File: config.mk
export PLATFORM = sky130hd
export DESIGN_NAME = tcb_trace_top
export DESIGN_NICKNAME = d
export VERILOG_FILES = /design/src/source/tcb_pkg.sv /design/src/source/trace_pkg.sv /design/src/source/tcb_xfer_capture.sv /design/src/source/trace_phase_fsm.sv /design/src/source/trace_timer.sv /design/src/source/trace_fifo.sv /design/src/source/tcb_trace_top.sv
export SDC_FILE = /design/constraint.sdc
export NUM_CORES = 2
export LEC_CHECK = 0
export BUFFER_PORTS_ARGS = -buffer_cell sky130_fd_sc_hd__buf_2
export CAP_MARGIN = 0
export CORE_ASPECT_RATIO = 1.2
export CORE_MARGIN = 2
export CORE_UTILIZATION = 50
export CTS_CLUSTER_DIAMETER = 50
export CTS_CLUSTER_SIZE = 20
export DETAILED_ROUTE_END_ITERATION = 16
export PLACE_DENSITY = 0.67
export SLEW_MARGIN = 20
export SYNTH_ARGS = -nofsm -noshare
export SYNTH_HDL_FRONTEND = slang
export SYNTH_SLANG_ARGS = --single-unit
File: constraint.sdc
create_clock -name tcb -period 55.5 [get_ports tcb]
set_input_delay 8.325 -clock tcb [delete_from_list [all_inputs] [get_ports tcb]]
set_output_delay 8.325 -clock tcb [all_outputs]
set_load 0.02 [all_outputs]
File: src/source/tcb_pkg.sv
/*
  tcb bus package
  widths, transfer size codes and the request and response
  structs of the tightly coupled bus
*/

`default_nettype none

package tcb_pkg;

  //////////////////////////////////////////////////////////////////////
  // bus widths
  //////////////////////////////////////////////////////////////////////

  // address width
  localparam int tcb_abw = 32;
  // data width
  localparam int tcb_dbw = 32;

  //////////////////////////////////////////////////////////////////////
  // transfer size
  //////////////////////////////////////////////////////////////////////

  // log2 of the byte count, as in risc-v func3[1:0]
  typedef enum logic [1:0] {
    tcb_siz_byte = 2'b00,
    tcb_siz_half = 2'b01,
    tcb_siz_word = 2'b10
  } tcb_siz_t;

  //////////////////////////////////////////////////////////////////////
  // request and response
  //////////////////////////////////////////////////////////////////////

  // request, 68 bits
  typedef struct packed {
    logic               wen;  // write enable
    logic [tcb_abw-1:0] adr;  // address
    tcb_siz_t           siz;  // size code
    logic               uns;  // unsigned load
    logic [tcb_dbw-1:0] wdt;  // write data
  } tcb_req_t;

  // response, one cycle after the request
  typedef struct packed {
    logic [tcb_dbw-1:0] rdt;  // read data
    logic               err;  // bus error
  } tcb_rsp_t;

endpackage

`default_nettype wire

File: src/source/trace_pkg.sv
/*
  trace package
  execution phase codes, completed transfer, retirement record,
  error event and the sizing of the trace unit
*/

`default_nettype none

package trace_pkg;

  //////////////////////////////////////////////////////////////////////
  // execution phases
  //////////////////////////////////////////////////////////////////////

  // register access phases share bit 2 with write-back
  typedef enum logic [2:0] {
    pha_if  = 3'b000,  // instruction fetch
    pha_mld = 3'b001,  // memory load
    pha_mst = 3'b010,  // memory store
    pha_exe = 3'b011,  // execute, branch condition only
    pha_wb  = 3'b100,  // register write-back
    pha_rs1 = 3'b101,  // register source 1 read
    pha_rs2 = 3'b110   // register source 2 read
  } pha_t;

  //////////////////////////////////////////////////////////////////////
  // sizing
  //////////////////////////////////////////////////////////////////////

  localparam int rec_depth  = 8;
  localparam int evt_depth  = 4;
  // quiet cycles before the watchdog flushes
  localparam int idle_limit = 16;
  localparam int idle_w     = $clog2(idle_limit + 1);
  // cycle stamp width
  localparam int tim_w      = 32;

  //////////////////////////////////////////////////////////////////////
  // transfer, record, event
  //////////////////////////////////////////////////////////////////////

  // request joined with its response
  typedef struct packed {
    pha_t                           pha;
    logic                           wen;
    logic [tcb_pkg::tcb_abw-1:0]    adr;
    tcb_pkg::tcb_siz_t              siz;
    logic [tcb_pkg::tcb_dbw-1:0]    dat;  // wdt on writes, rdt on reads
    logic                           err;
  } xfer_t;

  // one retired instruction
  typedef struct packed {
    logic [tcb_pkg::tcb_abw-1:0] pc;
    logic [tcb_pkg::tcb_dbw-1:0] ins;
    logic                        wb_vld;
    logic [4:0]                  wb_rd;
    logic [tcb_pkg::tcb_dbw-1:0] wb_dat;
    logic                        ld_vld;
    logic [tcb_pkg::tcb_abw-1:0] ld_adr;
    logic                        st_vld;
    logic [tcb_pkg::tcb_abw-1:0] st_adr;
    logic [tcb_pkg::tcb_dbw-1:0] st_dat;
    logic                        err;  // bus error inside the instruction
    logic                        stl;  // closed by watchdog
    logic [tim_w-1:0]            tim;  // stamp of the fetch
  } rec_t;

  typedef enum logic [1:0] {
    evt_bus_err = 2'd0,
    evt_seq_err = 2'd1,
    evt_dup_mem = 2'd2
  } evt_kind_t;

  typedef struct packed {
    evt_kind_t                   kind;
    pha_t                        pha;
    logic [tcb_pkg::tcb_abw-1:0] adr;
    logic [tim_w-1:0]            tim;
  } evt_t;

endpackage

`default_nettype wire

File: src/source/tcb_xfer_capture.sv
/*
  tcb transfer capture
  registers each accepted request with its phase and joins it with
  the response of the following cycle into one completed transfer
*/

`timescale 1ns/1ps
`default_nettype none

module tcb_xfer_capture (
  input  logic                tcb,
  input  logic                arst_n,
  // observed bus
  input  logic                tcb_vld,
  input  logic                tcb_rdy,
  input  tcb_pkg::tcb_req_t   tcb_req,
  input  tcb_pkg::tcb_rsp_t   tcb_rsp,
  input  trace_pkg::pha_t     pha,
  // completed transfer
  output logic                xfer_vld,
  output trace_pkg::xfer_t    xfer
);

  //////////////////////////////////////////////////////////////////////
  // request stage
  //////////////////////////////////////////////////////////////////////

  // handshake on this edge
  logic trn;
  // transfer waiting for its response
  logic trn_q;

  tcb_pkg::tcb_req_t req_q;
  trace_pkg::pha_t   pha_q;

  assign trn = tcb_vld && tcb_rdy;

  // pipeline valids
  always_ff @(posedge tcb or negedge arst_n) begin
    if (!arst_n) begin
      trn_q    <= 1'b0;
      xfer_vld <= 1'b0;
    end else begin
      trn_q    <= trn;
      xfer_vld <= trn_q;
    end
  end

  // request and phase held for one cycle
  always_ff @(posedge tcb) begin
    if (trn) begin
      req_q <= tcb_req;
      pha_q <= pha;
    end
  end

  //////////////////////////////////////////////////////////////////////
  // response stage
  //////////////////////////////////////////////////////////////////////

  // response belongs to the request of the previous edge
  always_ff @(posedge tcb) begin
    if (trn_q) begin
      xfer.pha <= pha_q;
      xfer.wen <= req_q.wen;
      xfer.adr <= req_q.adr;
      xfer.siz <= req_q.siz;
      // write data for stores, read data otherwise
      xfer.dat <= req_q.wen ? req_q.wdt : tcb_rsp.rdt;
      xfer.err <= tcb_rsp.err;
    end
  end

  //////////////////////////////////////////////////////////////////////
  // bus checks
  //////////////////////////////////////////////////////////////////////

  // valid always defined once out of reset
  a_vld_known : assert property (
    @(posedge tcb) disable iff (!arst_n) !$isunknown(tcb_vld)
  );

  // request fields defined during a cycle
  a_req_known : assert property (
    @(posedge tcb) disable iff (!arst_n)
    tcb_vld |-> !$isunknown({tcb_rdy, tcb_req.wen, tcb_req.adr, tcb_req.siz, tcb_req.uns})
  );

endmodule

`default_nettype wire

File: src/source/trace_phase_fsm.sv
/*
  trace phase state machine
  groups completed transfers into retirement records and reports
  bus errors and illegal phase orders as events
*/

`timescale 1ns/1ps
`default_nettype none

module trace_phase_fsm (
  input  logic                          tcb,
  input  logic                          arst_n,
  input  logic                          xfer_vld,
  input  trace_pkg::xfer_t              xfer,
  input  logic [trace_pkg::tim_w-1:0]   tim,
  input  logic                          idle_expire,
  output logic                          rec_push,
  output trace_pkg::rec_t               rec,
  output logic                          evt_push,
  output trace_pkg::evt_t               evt,
  output logic                          retire
);

  typedef enum logic [1:0] {
    st_wait_first,  // reset jump not yet fetched
    st_wait_fetch,  // after watchdog flush
    st_collect
  } state_t;

  state_t state, state_nxt;

  // open record belongs to the reset jump
  logic skip, skip_nxt;

  trace_pkg::rec_t cur, cur_nxt;
  trace_pkg::rec_t rec_nxt;
  trace_pkg::evt_t evt_nxt;
  logic            rec_push_nxt;
  logic            evt_push_nxt;

  //////////////////////////////////////////////////////////////////////
  // next state
  //////////////////////////////////////////////////////////////////////

  always_comb begin
    state_nxt    = state;
    skip_nxt     = skip;
    cur_nxt      = cur;
    rec_nxt      = cur;
    rec_push_nxt = 1'b0;
    evt_nxt      = '{kind: trace_pkg::evt_bus_err, pha: xfer.pha, adr: xfer.adr, tim: tim};
    evt_push_nxt = 1'b0;
    if (xfer_vld) begin
      if (xfer.pha == trace_pkg::pha_if) begin
        // fetch closes the open record
        rec_push_nxt = (state == st_collect) && !skip;
        skip_nxt     = (state == st_wait_first);
        state_nxt    = st_collect;
        cur_nxt      = '0;
        cur_nxt.pc   = xfer.adr;
        cur_nxt.ins  = xfer.dat;
        cur_nxt.tim  = tim;
      end else if (state != st_collect) begin
        // no instruction open
        evt_push_nxt = 1'b1;
        evt_nxt.kind = trace_pkg::evt_seq_err;
      end else begin
        case (xfer.pha)
          trace_pkg::pha_wb: begin
            // only word writes reach the register file
            if (xfer.wen && (xfer.siz == tcb_pkg::tcb_siz_word)) begin
              cur_nxt.wb_vld = 1'b1;
              cur_nxt.wb_rd  = xfer.adr[6:2];
              cur_nxt.wb_dat = xfer.dat;
            end
          end
          trace_pkg::pha_mld, trace_pkg::pha_mst: begin
            if (cur.ld_vld || cur.st_vld) begin
              // first access stays in the record
              evt_push_nxt = 1'b1;
              evt_nxt.kind = trace_pkg::evt_dup_mem;
            end else if (xfer.pha == trace_pkg::pha_mld) begin
              cur_nxt.ld_vld = 1'b1;
              cur_nxt.ld_adr = xfer.adr;
            end else begin
              cur_nxt.st_vld = 1'b1;
              cur_nxt.st_adr = xfer.adr;
              cur_nxt.st_dat = xfer.dat;
            end
          end
          // rs1, rs2, exe carry nothing for the record
          default: begin
          end
        endcase
      end
      // bus error overrides any order error
      if (xfer.err) begin
        cur_nxt.err  = 1'b1;
        evt_push_nxt = 1'b1;
        evt_nxt.kind = trace_pkg::evt_bus_err;
      end
    end else if (idle_expire && (state == st_collect)) begin
      // watchdog flush of a stalled instruction
      rec_push_nxt = !skip;
      rec_nxt.stl  = 1'b1;
      state_nxt    = st_wait_fetch;
    end
  end

  //////////////////////////////////////////////////////////////////////
  // registers
  //////////////////////////////////////////////////////////////////////

  always_ff @(posedge tcb or negedge arst_n) begin
    if (!arst_n) begin
      state    <= st_wait_first;
      skip     <= 1'b0;
      cur      <= '0;
      rec_push <= 1'b0;
      evt_push <= 1'b0;
    end else begin
      state    <= state_nxt;
      skip     <= skip_nxt;
      cur      <= cur_nxt;
      rec_push <= rec_push_nxt;
      evt_push <= evt_push_nxt;
    end
  end

  // outgoing record and event
  always_ff @(posedge tcb) begin
    rec <= rec_nxt;
    evt <= evt_nxt;
  end

  // one retirement per record
  assign retire = rec_push;

  // reset jump never produces a record
  a_no_rec_first : assert property (
    @(posedge tcb) disable iff (!arst_n) !(rec_push && (state == st_wait_first))
  );

endmodule

`default_nettype wire

File: src/source/trace_timer.sv
/*
  trace timer
  free running cycle stamp, idle watchdog and retirement counter
*/

`timescale 1ns/1ps
`default_nettype none

module trace_timer (
  input  logic                          tcb,
  input  logic                          arst_n,
  input  logic                          xfer_vld,
  input  logic                          retire,
  output logic [trace_pkg::tim_w-1:0]   tim,
  output logic                          idle_expire,
  output logic [trace_pkg::tim_w-1:0]   retire_cnt
);

  // quiet cycles since the last transfer, saturating
  logic [trace_pkg::idle_w-1:0] idle_cnt;

  //////////////////////////////////////////////////////////////////////
  // counters
  //////////////////////////////////////////////////////////////////////

  always_ff @(posedge tcb or negedge arst_n) begin
    if (!arst_n) begin
      tim        <= '0;
      idle_cnt   <= '0;
      retire_cnt <= '0;
    end else begin
      tim <= tim + 1'b1;
      // any transfer rearms the watchdog
      if (xfer_vld) begin
        idle_cnt <= '0;
      end else if (idle_cnt != trace_pkg::idle_w'(trace_pkg::idle_limit)) begin
        idle_cnt <= idle_cnt + 1'b1;
      end
      if (retire) begin
        retire_cnt <= retire_cnt + 1'b1;
      end
    end
  end

  // fires in the last quiet cycle, then the count sits at the limit
  assign idle_expire = !xfer_vld &&
                       (idle_cnt == trace_pkg::idle_w'(trace_pkg::idle_limit - 1));

  // single cycle pulse
  a_expire_pulse : assert property (
    @(posedge tcb) disable iff (!arst_n) idle_expire |=> !idle_expire
  );

endmodule

`default_nettype wire

File: src/source/trace_fifo.sv
/*
  trace queue
  first word fall through circular buffer for any payload type,
  drops pushes when full and keeps a sticky overflow flag
*/

`timescale 1ns/1ps
`default_nettype none

module trace_fifo #(
  parameter type payload_t = logic [7:0],
  parameter int  DEPTH     = 4
) (
  input  logic     tcb,
  input  logic     arst_n,
  input  logic     push,
  input  payload_t din,
  input  logic     pop,
  output payload_t head,
  output logic     empty,
  output logic     overflow
);

  localparam int ptr_w = (DEPTH > 1) ? $clog2(DEPTH) : 1;
  localparam int cnt_w = $clog2(DEPTH + 1);

  payload_t         mem [DEPTH];
  logic [ptr_w-1:0] wr_ptr;
  logic [ptr_w-1:0] rd_ptr;
  logic [cnt_w-1:0] cnt;
  logic             do_push;
  logic             do_pop;

  // pointer step with wrap for any depth
  function automatic logic [ptr_w-1:0] ptr_inc(input logic [ptr_w-1:0] ptr);
    return (ptr == ptr_w'(DEPTH - 1)) ? '0 : ptr + 1'b1;
  endfunction

  assign empty  = (cnt == '0);
  assign head   = mem[rd_ptr];
  assign do_pop = pop && !empty;
  // a pop in the same cycle frees the slot
  assign do_push = push && ((cnt != cnt_w'(DEPTH)) || do_pop);

  always_ff @(posedge tcb or negedge arst_n) begin
    if (!arst_n) begin
      wr_ptr   <= '0;
      rd_ptr   <= '0;
      cnt      <= '0;
      overflow <= 1'b0;
    end else begin
      if (do_push) wr_ptr <= ptr_inc(wr_ptr);
      if (do_pop)  rd_ptr <= ptr_inc(rd_ptr);
      if (do_push && !do_pop) begin
        cnt <= cnt + 1'b1;
      end else if (do_pop && !do_push) begin
        cnt <= cnt - 1'b1;
      end
      // sticky until reset
      if (push && !do_push) overflow <= 1'b1;
    end
  end

  // storage
  always_ff @(posedge tcb) begin
    if (do_push) mem[wr_ptr] <= din;
  end

  a_cnt_bound : assert property (
    @(posedge tcb) disable iff (!arst_n) cnt <= cnt_w'(DEPTH)
  );

endmodule

`default_nettype wire

File: src/source/tcb_trace_top.sv
/*
  tcb trace unit
  capture, phase state machine, timer, record queue and event queue
*/

`timescale 1ns/1ps
`default_nettype none

module tcb_trace_top (
  input  logic                          tcb,
  input  logic                          arst_n,
  // observed bus
  input  logic                          tcb_vld,
  input  logic                          tcb_rdy,
  input  tcb_pkg::tcb_req_t             tcb_req,
  input  tcb_pkg::tcb_rsp_t             tcb_rsp,
  input  trace_pkg::pha_t               pha,
  // reader
  input  logic                          rec_pop,
  input  logic                          evt_pop,
  output trace_pkg::rec_t               rec_head,
  output logic                          rec_empty,
  output logic                          rec_overflow,
  output trace_pkg::evt_t               evt_head,
  output logic                          evt_empty,
  output logic                          evt_overflow,
  output logic [trace_pkg::tim_w-1:0]   retire_cnt
);

  logic                        xfer_vld;
  trace_pkg::xfer_t            xfer;
  logic [trace_pkg::tim_w-1:0] tim;
  logic                        idle_expire;
  logic                        retire;
  logic                        rec_push;
  trace_pkg::rec_t             rec;
  logic                        evt_push;
  trace_pkg::evt_t             evt;

  //////////////////////////////////////////////////////////////////////
  // trace pipeline
  //////////////////////////////////////////////////////////////////////

  tcb_xfer_capture u_capture (
    .tcb      (tcb),      .arst_n   (arst_n),
    .tcb_vld  (tcb_vld),  .tcb_rdy  (tcb_rdy),
    .tcb_req  (tcb_req),  .tcb_rsp  (tcb_rsp),
    .pha      (pha),
    .xfer_vld (xfer_vld), .xfer     (xfer)
  );

  trace_phase_fsm u_fsm (
    .tcb         (tcb),         .arst_n   (arst_n),
    .xfer_vld    (xfer_vld),    .xfer     (xfer),
    .tim         (tim),         .idle_expire (idle_expire),
    .rec_push    (rec_push),    .rec      (rec),
    .evt_push    (evt_push),    .evt      (evt),
    .retire      (retire)
  );

  trace_timer u_timer (
    .tcb      (tcb),      .arst_n      (arst_n),
    .xfer_vld (xfer_vld), .retire      (retire),
    .tim      (tim),      .idle_expire (idle_expire),
    .retire_cnt (retire_cnt)
  );

  //////////////////////////////////////////////////////////////////////
  // queues
  //////////////////////////////////////////////////////////////////////

  trace_fifo #(.payload_t (trace_pkg::rec_t), .DEPTH (trace_pkg::rec_depth)) u_rec_fifo (
    .tcb  (tcb),      .arst_n (arst_n),
    .push (rec_push), .din    (rec),       .pop      (rec_pop),
    .head (rec_head), .empty  (rec_empty), .overflow (rec_overflow)
  );

  trace_fifo #(.payload_t (trace_pkg::evt_t), .DEPTH (trace_pkg::evt_depth)) u_evt_fifo (
    .tcb  (tcb),      .arst_n (arst_n),
    .push (evt_push), .din    (evt),       .pop      (evt_pop),
    .head (evt_head), .empty  (evt_empty), .overflow (evt_overflow)
  );

endmodule

`default_nettype wire

==> summary.txt <==
Outcome
  • Status: completed

STA
  • FMAX: approximately 76 MHz
  • Final setup violation count: 0
  • Period utilization: 0.236
  • Setup TNS: 0 ps
  • Final min period: roughly 13000 ps
  • Worst-margin pin slew: ~1200 ps
  • Fin Clk Skew: approximately 70 ps
  • Final Hold Vio Count: 0
  • Hold_ws: 358 ps
  • Relative slew margins: 0.230
  • Final Max Slew Viols: 0
  • RSZ-0062 raised after global routing: no

Die
  • Die width: 420 um
  • Die area: approximately 210000 um2
  • Initial Util: 0.502
  • Die Ht: about 500 um
  • # rows: 183
  • IO Pins: 449
  • CORE AREA: between 200000 and 250000 um2

Worst setup path
  • Slowest stage delay, CP: 1000 ps
  • Startpoint type of the worst setup path: flop
  • Largest delay contributor family on the critical path: buffers and inverters
  • Worst path required time: 47180 ps
  • WS Path Type: flop to primary output
  • Crit. End Element: primary output
  • Arrival @ worst endpoint: 4800 ps
  • R2R Setup Slk: 50880 ps
  • WP buf/inv: 3
  • CP max-delay cell: dfrtp_4
  • Cells along the critical path: buf_12 > buf_4 > mux4_2 > mux2_2 > buf_2
  • CP Max Fanout: around 100

Yosys
  • Synth cell types: 41
  • Seq cells post-synth: between 2000 and 3000
  • Async set or reset register ratio after synthesis: 0.112
  • Sequential-to-total area share from yosys stat: 0.799
  • Mapped Cells: 4906
  • Synthesized net count: 5036
  • Number of synthesized flops with an enable pin: between 2000 and 2500
  • Dominant synthesized flop cell: edfxtp_1
  • Synth Warn #: 0
  • Syn Std Cell Area: 104000 um2
  • Mean Syn Cell Area: 21.2 um2

Routing
  • Routed len/inst: 26.9 um
  • DR vias/cell: roughly 5.6
  • Initial DRT Pass Iterations: 5
  • Routed Antenna Nets: 0
  • Final wirelength: ~230 mm
  • Vias: 47200
  • Drt drc: 0
  • Detailed Route Iter0 Violations: ~4400

Clocking
  • Post-CTS Setup Inserts: 0
  • CTS Buffer Depth: 3
  • H-tree levels: 4
  • Total CTS buffers: 196
  • Root buf cell: clkbuf_16
  • Worst-path clk slew: 80 ps
  • TritonCTS Sinks: 2920
  • CTS tree: built
  • PostCTS Resize Cnt: 0
  • CTS Hold Bufs: 0
  • Skew-Pair Late Insertion Delay: between 800 and 900 ps

Pwr
  • PwrDens: roughly 48 nW/um2
  • Cell leakage power: 0.0400 uW
  • Peak supply drop: 0.0000399 V

Final layout
  • Synthesis-to-layout area growth: 11.9%
  • Final nets: 5548
  • Most common cell after layout, fill and taps aside: edfxtp_1
  • Share of layout cells above drive strength 1: 0.299
  • Commonest non-fill, non-tap cells in the layout: edfxtp_1, mux4_2, nand2_1

Global route
  • Global route overflow: 0
  • All-Layer GR Usage: 0.215
  • Largest net degree at the start of global routing: about 140
  • Antenna violations before repair: 13
  • Vias in the first global route: 48800
  • First-pass GRT wire length: 328 mm

Placement
  • Port-buffer cells: 447
  • Detail Placement HPWL: 126 mm
  • Gpl congestion: 0.761

Run
  • Max-cap violations: 0

Min path
  • Hold Crit Class: flop to flop
final timing paths:
path	start	to	cells after the start
worst max-delay path	u_rec_fifo.rd_ptr[0]$_DFFE_PN0P_	rec_head[39]	5
worst max register to register	u_fsm.rec_push$_DFF_PN0_	u_rec_fifo.mem[6][178]$_DFFE_PP_	7
worst min register to register	u_fsm.cur[93]$_DFFE_PN0P_	u_fsm.rec[93]$_DFF_P_	0
min in group asynchronous	arst_n	u_fsm.cur[17]$_DFFE_PN0P_	1
worst min-delay path	u_fsm.cur[93]$_DFFE_PN0P_	u_fsm.rec[93]$_DFF_P_	0
max in group asynchronous	arst_n	u_fsm.cur[100]$_DFFE_PN0P_	4
per-stage QoR:
stage,power [uW],util,area (um2),std cells,setup slack [ps]
detailed placement,4180,0.529,110000,7993,42710
floorplan,3670,-,104000,4906,29800
global placement,4160,0.529,110000,7993,42730
CTS,5680,0.561,116000,8367,42110
global route,5840,0.562,116000,8370,41940
finish,5610,0.562,116000,8371,42380
cells by family after synthesis:
logic type,share of synthesized area
compound gates,0.00643
xor+xnor,0.00598
fa+ha+maj,0.00255
buf+inv,0.0107
flops,0.799
mux,0.150
simple gates,0.0260
metal layers:
metal	routed length (um)	vias to the layer above	part of all wire	global-route usage
li1	-	20300	-	-
met1	95300	25100	0.42	0.302
met2	112000	1430	0.50	0.354
met3	14700	251	0.065	0.0396
met4	3760	6	0.017	0.0467
met5	38	-	0.00017	0
where the power goes:
group | leakage, uW | switching [uW] | internal, uW | total [uW]
clock network | 0.00323 | 758 | 753 | 1510
logic | 0.00902 | 769 | 599 | 1370
registers | 0.0278 | 160 | 2570 | 2730
synthesized netlist by cell type (15+ instances only):
master / number / area (um2)
buf_2: 71 / 355
dfxtp_1: 303 / 6070
clkbuf_1: 114 / 428
dfrtp_1: 328 / 8210
mux2_2: 272 / 3060
nand2_1: 511 / 1920
edfxtp_1: 2289 / 68700
mux2i_1: 39 / 390
inv_1: 52 / 195
xnor2_1: 59 / 517
nand4_1: 22 / 138
mux4_2: 537 / 12100
ha_1: 18 / 225
o21ai_0: 98 / 490
buf_1: 23 / 86.3
nor2_1: 31 / 116
nand3_1: 33 / 165
nor3_1: 15 / 75.1
flip-flops by register name, summed over array words and instances, names as in the netlist, 4 cells and up:
| name | flops |
|---|---|
| u_rec_fifo.cnt | 4 |
| u_fsm.evt | 69 |
| u_evt_fifo.mem | 276 |
| u_timer.tim | 32 |
| u_rec_fifo.mem | 1872 |
| u_timer.retire_cnt | 32 |
| u_timer.idle_cnt | 5 |
| u_fsm.cur | 233 |
| u_capture.req_q | 67 |
| u_fsm.rec | 234 |
| u_capture.xfer | 71 |
cell type report:
| cell class | instances | area (um2) |
|---|---|---|
| fillers | 15400 | 90700 |
| flip-flops and latches | 2920 | 83000 |
| multi-input cells | 1721 | 19900 |
| clock buffers | 283 | 5550 |
| well taps | 2775 | 3470 |
| repair buffers | 527 | 2970 |
| clock inverters | 91 | 1120 |
| inverters | 52 | 195 |
| diodes | 2 | 5.00 |
Power figures use the tool's default switching activity.
